### config.mk
export PLATFORM = sky130hd
export DESIGN_NAME = digit_shifter
export DESIGN_NICKNAME = d
export VERILOG_FILES = /design/src/logic/mont_pkg.sv /design/src/logic/digit_shifter.sv
export SDC_FILE = /design/constraint.sdc
export NUM_CORES = 2
export LEC_CHECK = 0
export BUFFER_PORTS_ARGS = -buffer_cell sky130_fd_sc_hd__buf_4
export CORE_AREA = 3 3 397 399
export CTS_BUF_LIST = sky130_fd_sc_hd__clkbuf_4 sky130_fd_sc_hd__clkbuf_8 sky130_fd_sc_hd__clkbuf_16
export DETAILED_ROUTE_END_ITERATION = 12
export DIE_AREA = 0 0 400 402
export SYNTH_ARGS = -nofsm -noshare
export SYNTH_HDL_FRONTEND = slang
export SYNTH_SLANG_ARGS = --single-unit
### constraint.sdc
create_clock -name clk -period 1.45 [get_ports clk]
set_input_delay 0.29 -clock clk [delete_from_list [all_inputs] [get_ports clk]]
set_output_delay 0.29 -clock clk [all_outputs]
set_load 0.02 [all_outputs]
### src/logic/mont_pkg.sv
`default_nettype none

package mont_pkg;

    // operand and digit sizes
    localparam int OPERAND_WIDTH = 1024;
    localparam int DIGIT_WIDTH   = 2;
    localparam int DIGIT_COUNT   = OPERAND_WIDTH / DIGIT_WIDTH;

    // room for C + 3B + 3M plus a sign bit for the final subtraction
    localparam int ACC_WIDTH     = OPERAND_WIDTH + 3;

    typedef logic [OPERAND_WIDTH-1:0]       operand_t;
    typedef logic [ACC_WIDTH-1:0]           acc_t;
    typedef logic [DIGIT_WIDTH-1:0]         digit_t;
    typedef logic [$clog2(DIGIT_COUNT)-1:0] count_t;

    // accumulator commands
    typedef enum logic [2:0] {
        ACC_HOLD,
        ACC_CLEAR,
        ACC_ADD,
        ACC_ADD_SHIFT,
        ACC_REDUCE
    } acc_op_t;

    // control FSM states
    typedef enum logic [2:0] {
        IDLE,
        LOAD,
        ADD_B,
        ADD_M,
        REDUCE,
        FINISH
    } ctrl_state_t;

endpackage

`default_nettype wire

### src/logic/digit_shifter.sv
`timescale 1ns/1ps
`default_nettype none

module digit_shifter (
    input  wire logic               clk,
    input  wire logic               resetn,
    input  wire logic               load,
    input  wire logic               shift,
    input  wire mont_pkg::operand_t a,
    output mont_pkg::digit_t        a_digit
);

    mont_pkg::operand_t a_q;

    // load wins over shift
    always_ff @(posedge clk) begin
        if (!resetn) begin
            a_q <= '0;
        end else if (load) begin
            a_q <= a;
        end else if (shift) begin
            a_q <= a_q >> mont_pkg::DIGIT_WIDTH;
        end
    end

    // current radix-4 digit, least significant first
    assign a_digit = a_q[mont_pkg::DIGIT_WIDTH-1:0];

endmodule

`default_nettype wire

==> reports/qor.txt <==
Final slew viol count: 0
Chip Width: 400 microns
Seq/Total Area, Yosys: 0.402
Post-route DRC: 0
Grt ovf: 0
Synth top area share: 0.402
Total design power: 74200 uW
P_leak: 0.0404 uW
Vias in the first global route: 44977
Synth top area cells: dfxtp_1, o211a_1, mux2_2
Xor/xnor share of the synthesized area: 0
RSZ-0062 raised after global routing: true
Drt wl/cell: 19.0 microns
Worst path max stage delay: 0.35 ns
Clock sinks: 1024
DP HPWL: 114000 microns
Distinct cells, synth: 14
Total GRT Usage: 0.196
Min Clock Period, post-route: 1.46 ns
Die height: 402 microns
Leading post-synthesis cells by instance count: dfxtp_1, o211a_1, nand2b_1
Initial antenna violation count: 33
Most frequent cell after synthesis: dfxtp_1
Synthesized area: 51000 sq um
Setup-failing EPs final: 1
Top flop regs: a_q: 1024 flops
FFs w/ async S/R, synth: 0
CP Capture Type: output port
Fin nets: 7570
Main combinational cell family by area after synthesis: multiplexers
Max Freq: 685 MHz
H-tree depth: 3
Multiplexer share of the synthesized area: 0.226
CP arrival: 1.17 ns
Mapped Nets: 5581
Layout Skew: 0.0420 ns
# Max-Cap Violations: 0
Num ports: 1030
Startpoint types: register
CTS tree: done
CTS Buf Count: 113
Hold WC Path Type: in -> reg
Synthesis warning total: 0
Final period util: 1.01
P&R area growth vs syn: 49.8%
Clk_lat worst skew: 0.72 ns
WP buf/inv: 1
Die area: 161000 sq um
CTS clk-pin slew, worst paths: 0.06 ns
Most flop-heavy register: a_q
CORE AREA: 154000 sq um
Status: finished with violations
Post-Syn Area per Cell: 11.2 sq um
First-pass detailed-route iteration total: 5
Root Buffer: clkbuf_16
Crit path kind: reg -> out
Top delay family on crit path: flip-flops
Fraction of the mapped netlist area in adder cells: 0
Largest net degree at the start of global routing: 86
Vias per cell: 4.88
Data required, critical path: 1.16 ns
Routability cong.: 0.809
DRT iter0 DRCs: 2170
EDFF count, synth: 0
Post-Synth Simple-Gate Area: 0.127
Seq cells post-synth: 1024
Starting Density: 0.331
CTS max path bufs: 3
Worst vdd ir: 0.00103 V
Final WS setup: -0.0102 ns
Slew @ Worst Pin: 0.427 ns
Compound-Gate Fraction of Synth Area: 0.201
Most common flop cell mapped by yosys: dfxtp_1
Yosys top cell by area: dfxtp_1
Worst relative slew slack: 0.716
Routed Wire Length: 166000 microns
Pwr dens: 971 nW/um^2
Global-route wire length before repair: 250000 microns
Port buffer count: 1029
Cells along the critical path: buf_6
Final hold violation count: 0
Fin util: 0.496
Max reg flops: 1024
Gate Count Post-Synth: 4553
Via count: 42487
Rows: 144
Routed Antenna Nets: 0
Failing checks: setup timing
Post-place setup slack: -0.302 ns
Final hold slack: 0.0424 ns
Worst path slowest cell: dfxtp_2
Share of layout cells above drive strength 1: 0.330
Critical path peak fanout: 2
-- stage by stage --
| stage | area [sq um] | cells | TNS (ns) |
|---|---|---|---|
| final | 76400 | 8710 | -0.0102 |
| after global routing | 76400 | 8707 | -0.143 |
| after CTS | 76300 | 8679 | -0.182 |
| after detailed placement | 62200 | 7451 | -212.65 |
| after global placement | 62200 | 7451 | -194.52 |
| after floorplan | 51000 | 4553 | 0 |
-- worst paths after layout --
path,startpoint,to,slack [ns],depth (start not counted)
worst max register to register,a_q[61],a_q[59],0.03,3
worst min register to register,a_q[1023],a_q[1023],0.55,2
worst min-delay path,a[434],a_q[434],0.04,3
worst max-delay path,a_q[1],a_digit[1],-0.01,1
-- cells in the final DEF, fill, tap and decap left out, drive strengths merged --
cell / synthesis / layout
a21boi: 2 / 2
buf: 240 / 1312
bufinv: 0 / 2
clkbuf: 217 / 184
clkinv: 0 / 20
clkinvlp: 0 / 3
dfxtp: 1024 / 1024
diode: 0 / 31
dlygate4sd3: 0 / 1018
mux2: 1022 / 1022
nand2: 2 / 2
nand2b: 978 / 978
o211a: 1022 / 1022
or2b: 44 / 44
or3b: 2 / 2
-- routing by layer --
layer  GRT usage  vias up  part of all wire
met5           0        -          0.000042
met1       0.230    20327              0.41
li1            -    20565                 -
met3      0.0295      429             0.046
met2       0.340     1164              0.49
met4       0.110        2             0.056
-- cell type report --
type	instances	area (sq um)
antenna	31	77.6
clock buffer	183	3590
clock inverter	25	287
fill	13347	77800
multi-input combinational	3072	28200
sequential	1024	20500
tap	2044	2560
timing repair buffer	2331	21200
-- timing repair --
item | CTS | global route
cloned | 0 | 1
resized for setup | 4 | 2
endpoints found under the hold margin | 1016 | 0
endpoints found under the setup margin | 2 | 4
setup buffers | 1 | 0
hold buffers | 1019 | 0
-- power breakdown --
| group | switching (uW) | internal [uW] | total, uW |
|---|---|---|---|
| sequential | 1060 | 30300 | 31300 |
| combinational | 5050 | 8490 | 13500 |
| clock | 12000 | 17300 | 29300 |
-- cells by family after synthesis --
| logic type | Yosys count |
|---|---|
| AOI/OAI and AO/OA | 1024 |
| buffers and inverters | 457 |
| DFF | 1024 |
| muxes | 1022 |
| and+or+nand+nor | 1026 |
Note: power is estimated with default switching activity, not from simulation.
