**config.mk**
```make
export PLATFORM = sky130hd
export DESIGN_NAME = mont_ctrl
export DESIGN_NICKNAME = d
export VERILOG_FILES = /design/src/logic/mont_pkg.sv /design/src/logic/mont_ctrl.sv
export SDC_FILE = /design/constraint.sdc
export NUM_CORES = 1
export LEC_CHECK = 0
export BUFFER_PORTS_ARGS = -buffer_cell sky130_fd_sc_hd__buf_4
export CORE_AREA = 2 2 41 43
export DETAILED_ROUTE_END_ITERATION = 8
export DIE_AREA = 0 0 43 45
export PLACE_DENSITY = 0.74
export SLEW_MARGIN = 20
export SYNTH_ARGS = -nofsm -noshare
export SYNTH_HDL_FRONTEND = slang
export SYNTH_SLANG_ARGS = --single-unit
```
**constraint.sdc**
```tcl
create_clock -name clk -period 1.7 [get_ports clk]
set_clock_uncertainty 0.2 [all_clocks]
set_input_delay 0.34 -clock clk [delete_from_list [all_inputs] [get_ports clk]]
set_output_delay 0.34 -clock clk [all_outputs]
set_load 0.005 [all_outputs]
```
**src/logic/mont_pkg.sv**
```systemverilog
`default_nettype none

package mont_pkg;

    // operand and digit sizes
    localparam int OPERAND_WIDTH = 1024;
    localparam int DIGIT_WIDTH   = 2;
    localparam int DIGIT_COUNT   = OPERAND_WIDTH / DIGIT_WIDTH;

    // room for C + 3B + 3M plus a sign bit for the final subtraction
    localparam int ACC_WIDTH     = OPERAND_WIDTH + 3;

    typedef logic [OPERAND_WIDTH-1:0]       operand_t;
    typedef logic [ACC_WIDTH-1:0]           acc_t;
    typedef logic [DIGIT_WIDTH-1:0]         digit_t;
    typedef logic [$clog2(DIGIT_COUNT)-1:0] count_t;

    // accumulator commands
    typedef enum logic [2:0] {
        ACC_HOLD,
        ACC_CLEAR,
        ACC_ADD,
        ACC_ADD_SHIFT,
        ACC_REDUCE
    } acc_op_t;

    // control FSM states
    typedef enum logic [2:0] {
        IDLE,
        LOAD,
        ADD_B,
        ADD_M,
        REDUCE,
        FINISH
    } ctrl_state_t;

endpackage

`default_nettype wire

```
**src/logic/mont_ctrl.sv**
```systemverilog
`timescale 1ns/1ps
`default_nettype none

module mont_ctrl (
    input  wire logic             clk,
    input  wire logic             resetn,
    input  wire logic             start,
    input  wire mont_pkg::digit_t a_digit,
    input  wire mont_pkg::digit_t acc_low,
    input  wire mont_pkg::digit_t m_low,
    output logic                  load,
    output logic                  use_m,
    output mont_pkg::digit_t      digit,
    output mont_pkg::acc_op_t     acc_op,
    output logic                  shift_a,
    output logic                  done
);

    mont_pkg::ctrl_state_t state;
    mont_pkg::ctrl_state_t state_next;
    mont_pkg::count_t      digit_cnt;
    mont_pkg::digit_t      qm_prod;
    mont_pkg::digit_t      q;
    logic                  start_seen;
    logic                  last_digit;

    // m is odd so it is its own inverse mod 4
    assign qm_prod    = acc_low * m_low;
    assign q          = 2'd0 - qm_prod;
    assign last_digit = (digit_cnt == mont_pkg::count_t'(mont_pkg::DIGIT_COUNT - 1));

    // start is registered once in IDLE, then acted on
    always_ff @(posedge clk) begin
        if (!resetn) begin
            start_seen <= 1'b0;
        end else begin
            start_seen <= (state == mont_pkg::IDLE) && start && !start_seen;
        end
    end

    always_ff @(posedge clk) begin
        if (!resetn) begin
            state <= mont_pkg::IDLE;
        end else begin
            state <= state_next;
        end
    end

    // one count per finished digit
    always_ff @(posedge clk) begin
        if (!resetn) begin
            digit_cnt <= '0;
        end else if (state == mont_pkg::LOAD) begin
            digit_cnt <= '0;
        end else if (state == mont_pkg::ADD_M) begin
            digit_cnt <= digit_cnt + 1'b1;
        end
    end

    always_comb begin
        state_next = state;
        case (state)
            mont_pkg::IDLE:   if (start_seen) state_next = mont_pkg::LOAD;
            mont_pkg::LOAD:   state_next = mont_pkg::ADD_B;
            mont_pkg::ADD_B:  state_next = mont_pkg::ADD_M;
            mont_pkg::ADD_M:  state_next = last_digit ? mont_pkg::REDUCE : mont_pkg::ADD_B;
            mont_pkg::REDUCE: state_next = mont_pkg::FINISH;
            mont_pkg::FINISH: state_next = mont_pkg::IDLE;
            default:          state_next = mont_pkg::IDLE;
        endcase
    end

    always_comb begin
        load    = 1'b0;
        use_m   = 1'b0;
        digit   = 2'd0;
        acc_op  = mont_pkg::ACC_HOLD;
        shift_a = 1'b0;
        done    = 1'b0;
        case (state)
            mont_pkg::LOAD: begin
                load   = 1'b1;
                acc_op = mont_pkg::ACC_CLEAR;
            end
            mont_pkg::ADD_B: begin
                digit  = a_digit;
                acc_op = mont_pkg::ACC_ADD;
            end
            mont_pkg::ADD_M: begin
                // clear the two low bits, then drop them
                use_m   = 1'b1;
                digit   = q;
                acc_op  = mont_pkg::ACC_ADD_SHIFT;
                shift_a = 1'b1;
            end
            mont_pkg::REDUCE: begin
                use_m  = 1'b1;
                digit  = 2'd1;
                acc_op = mont_pkg::ACC_REDUCE;
            end
            mont_pkg::FINISH: begin
                done = 1'b1;
            end
            default: begin
                acc_op = mont_pkg::ACC_HOLD;
            end
        endcase
    end

endmodule

`default_nettype wire

```
==> results.toml <==
[clock_tree]
clk_pin_slew_ns = 0.08
cts_made_buffers = 3
insertion_delay_ns = 0.28
clock-sinks = 13
clockBufferDepth = 2
cts_tree = "yes"
cts_max_level = 1
postCtsHoldBufs = 0
cts-root-buf = "clkbuf_4"

[run_status]
status = "finished, violations left"
violations = "negative setup slack"

[sta]
finalCriticalPeriod_ns = 1.74
drv_slew = 0
hold_slack_ns = 0.111
hold_viol_final = 0
timing.setup.tns_ns = -0.200
setup_violations = 7
rsz0062_at_grt = "true"
finalWorstSetupSlack_ns = -0.0416
worstMarginPinSlew_ns = 0.278
slew_headroom_pct = 81.4
finalCritPeriodShare_pct = 102
fmax_mhz = 574

[yosys]
synth-edff-count = 0
syn_area_um2 = 706
synth.yosys.seq_area_share_pct = 36.9
synth.top_cell.area_share_pct = 36.9
synth-seq-cells = 13
synth_fp_nets = 96
yosysMostFrequentCell = "dfxtp_1"
avgSynthCellArea_um2 = 8.30
synth-warning-count = 0
synthFlopType = "dfxtp_1"
yosysUniqueCellTypes = 33
synthArstFlopShare_pct = 0
ys_top_cells_by_count = "dfxtp_1, nand2_1, inv_1, nand3_1, a21oi_1"
ys_top_cells_by_area = "dfxtp_1, nand3_1, nand2_1"
syn_inst = 85
yosysTopAreaCell = "dfxtp_1"

[die]
rows = 14
dieHeight_um = 45
fp.dieW_um = 43
io_pins = 18
core_um2 = 1470
start_util_pct = 48.0
dieArea_um2 = 1940

[finish]
drive_gt1_share_pct = 45.8
diodes = 0
area_delta_synth_final_pct = 49.1
fin_nets = 130
layoutNonFillerInstCount = 134
fillCellCount = 111

[placement]
port_buffers = 17
place_ws_ns = 0.0672
gp_congestion = 0.771
placed_cells = 117
hpwl_um = 1170

[power]
max-vdd-ir-drop_mv = 0.463
switching_share_pct = 27.5
power.internal_mw = 0.487
pwr-share-seq_pct = 48.2
clockPowerShare_pct = 29.2
p_switching_mw = 0.184
total_power_mw = 0.671
p_leak_nw = 0.480
power.density_nw_per_um2 = 638
comb_power_share_pct = 22.6

[worst_setup_path]
crit_chain = "buf_4 > buf_4 > nand3b_4 > nand2_2 > buf_4"
reg2reg_depth = 5
crit_buf_inv = 3
crit_family = "buffers and inverters"
path_max_fanout = 6
arrival_ns = 1.20
critical_path_required_ns = 1.16
cpPeakStageDelay_ns = 0.37
crit_path_frequent_cell = "buf_4"
critPathKind = "reg2out"
crit_cells = 5
start_kind = "register"
endpoint_kind = "output port"
slowest_stage = "dfxtp_4"

[global_route]
grt_pass1_vias = 704
grt_usage_pct = 19.9
gr-total-overflow = 0
antenna_found_initial = 0
grt_pass1_wl_um = 2880
grt_max_degree = 8

[detailed_routing]
drc_errors = 0
vias = 757
first_pass_iters = 4
drtIter0Drc = 14
drtAntennaViolNets = 0
wl_per_cell_um = 14.8
viasPerCell = 5.65
routed_wl_um = 1980

[run]
cap_viol_max_count = 0

[worst_hold_path]
hold_path_class = "in2reg"
holdPathStages = 3
## area by class of cell
cell class,count,area [um^2],area share (%)
inverters,6,22.5,2.14
repair buffers,32,251,23.9
well taps,16,20.0,1.90
multi-input cells,63,459,43.6
clock buffers,4,26.3,2.50
flip-flops and latches,13,273,25.9
## cell usage in the layout (no fill, tap or decap), types with 2 or more instances in the layout
| cell type | count |
|---|---|
| buf_4 | 28 |
| dfxtp_1 | 9 |
| nand3_1 | 6 |
| nand2_1 | 6 |
| inv_2 | 4 |
| o31ai_1 | 4 |
| a21oi_1 | 4 |
| nor2_1 | 3 |
| nand2b_1 | 3 |
| a21boi_0 | 3 |
| or4_1 | 3 |
| clkbuf_4 | 3 |
| dfxtp_4 | 3 |
| nand2_2 | 2 |
| nand4_1 | 2 |
| o21ai_2 | 2 |
| o21ai_0 | 2 |
| inv_1 | 2 |
| ha_1 | 2 |
| buf_6 | 2 |
## worst min-delay path, stage by stage
cell	delay [ns]
buf_4	0.11
nand2b_1	0.06
nor4_1	0.04
## flip-flops by register name, indices dropped and copies added (netlist names)
name and count:
digit_cnt 9, start_seen 1, state 3
## logic make-up after synthesis
logic type / share of synthesized area (%)
xor gates and xnor gates: 2.48
DFF: 36.9
AOI/OAI and AO/OA: 16.7
and+or+nand+nor: 34.8
adders and majority gates: 3.55
buffers and inverters: 5.67
## routing by layer
metal  up-vias  part of all wire, %  track usage [%]
met5         -                    0                0
met4         0                  3.4             10.9
met3         8                  6.6             6.00
met2        28                   52             36.1
met1       347                   38             20.8
li1        374                    -                -
## power by group through the flow
stage	logic (mW)	clock network (mW)	registers, mW
floorplan	0.0542	0	0.327
global placement	0.0918	0	0.331
detailed placement	0.0937	0	0.332
CTS	0.124	0.202	0.321
global route	0.165	0.217	0.325
finish	0.152	0.196	0.323
## repair_timing
action	in CTS	in global routing
setup buffers	8	6
pin swaps	2	4
hold endpoints to repair	0	0
gates resized for setup	18	12
setup endpoints to repair	9	11
## through the flow
step           utilization [%]  cell area, um^2
4_1_cts                   65.3              961
3_5_place_dp              57.8              851
5_1_grt                   71.5             1050
6_report                  71.5             1050
3_3_place_gp              57.8              851
2_1_floorplan                -              706
## final timing paths
| path | startpoint | to | slack [ns] |
|---|---|---|---|
| hold / removal | start | start_seen | 0.11 |
| setup / recovery | state[0] | use_m | -0.04 |
| setup reg to reg | state[0] | digit_cnt[5] | 0.01 |
| hold reg to reg | start_seen | start_seen | 0.23 |
Power figures use the tool's default switching activity.
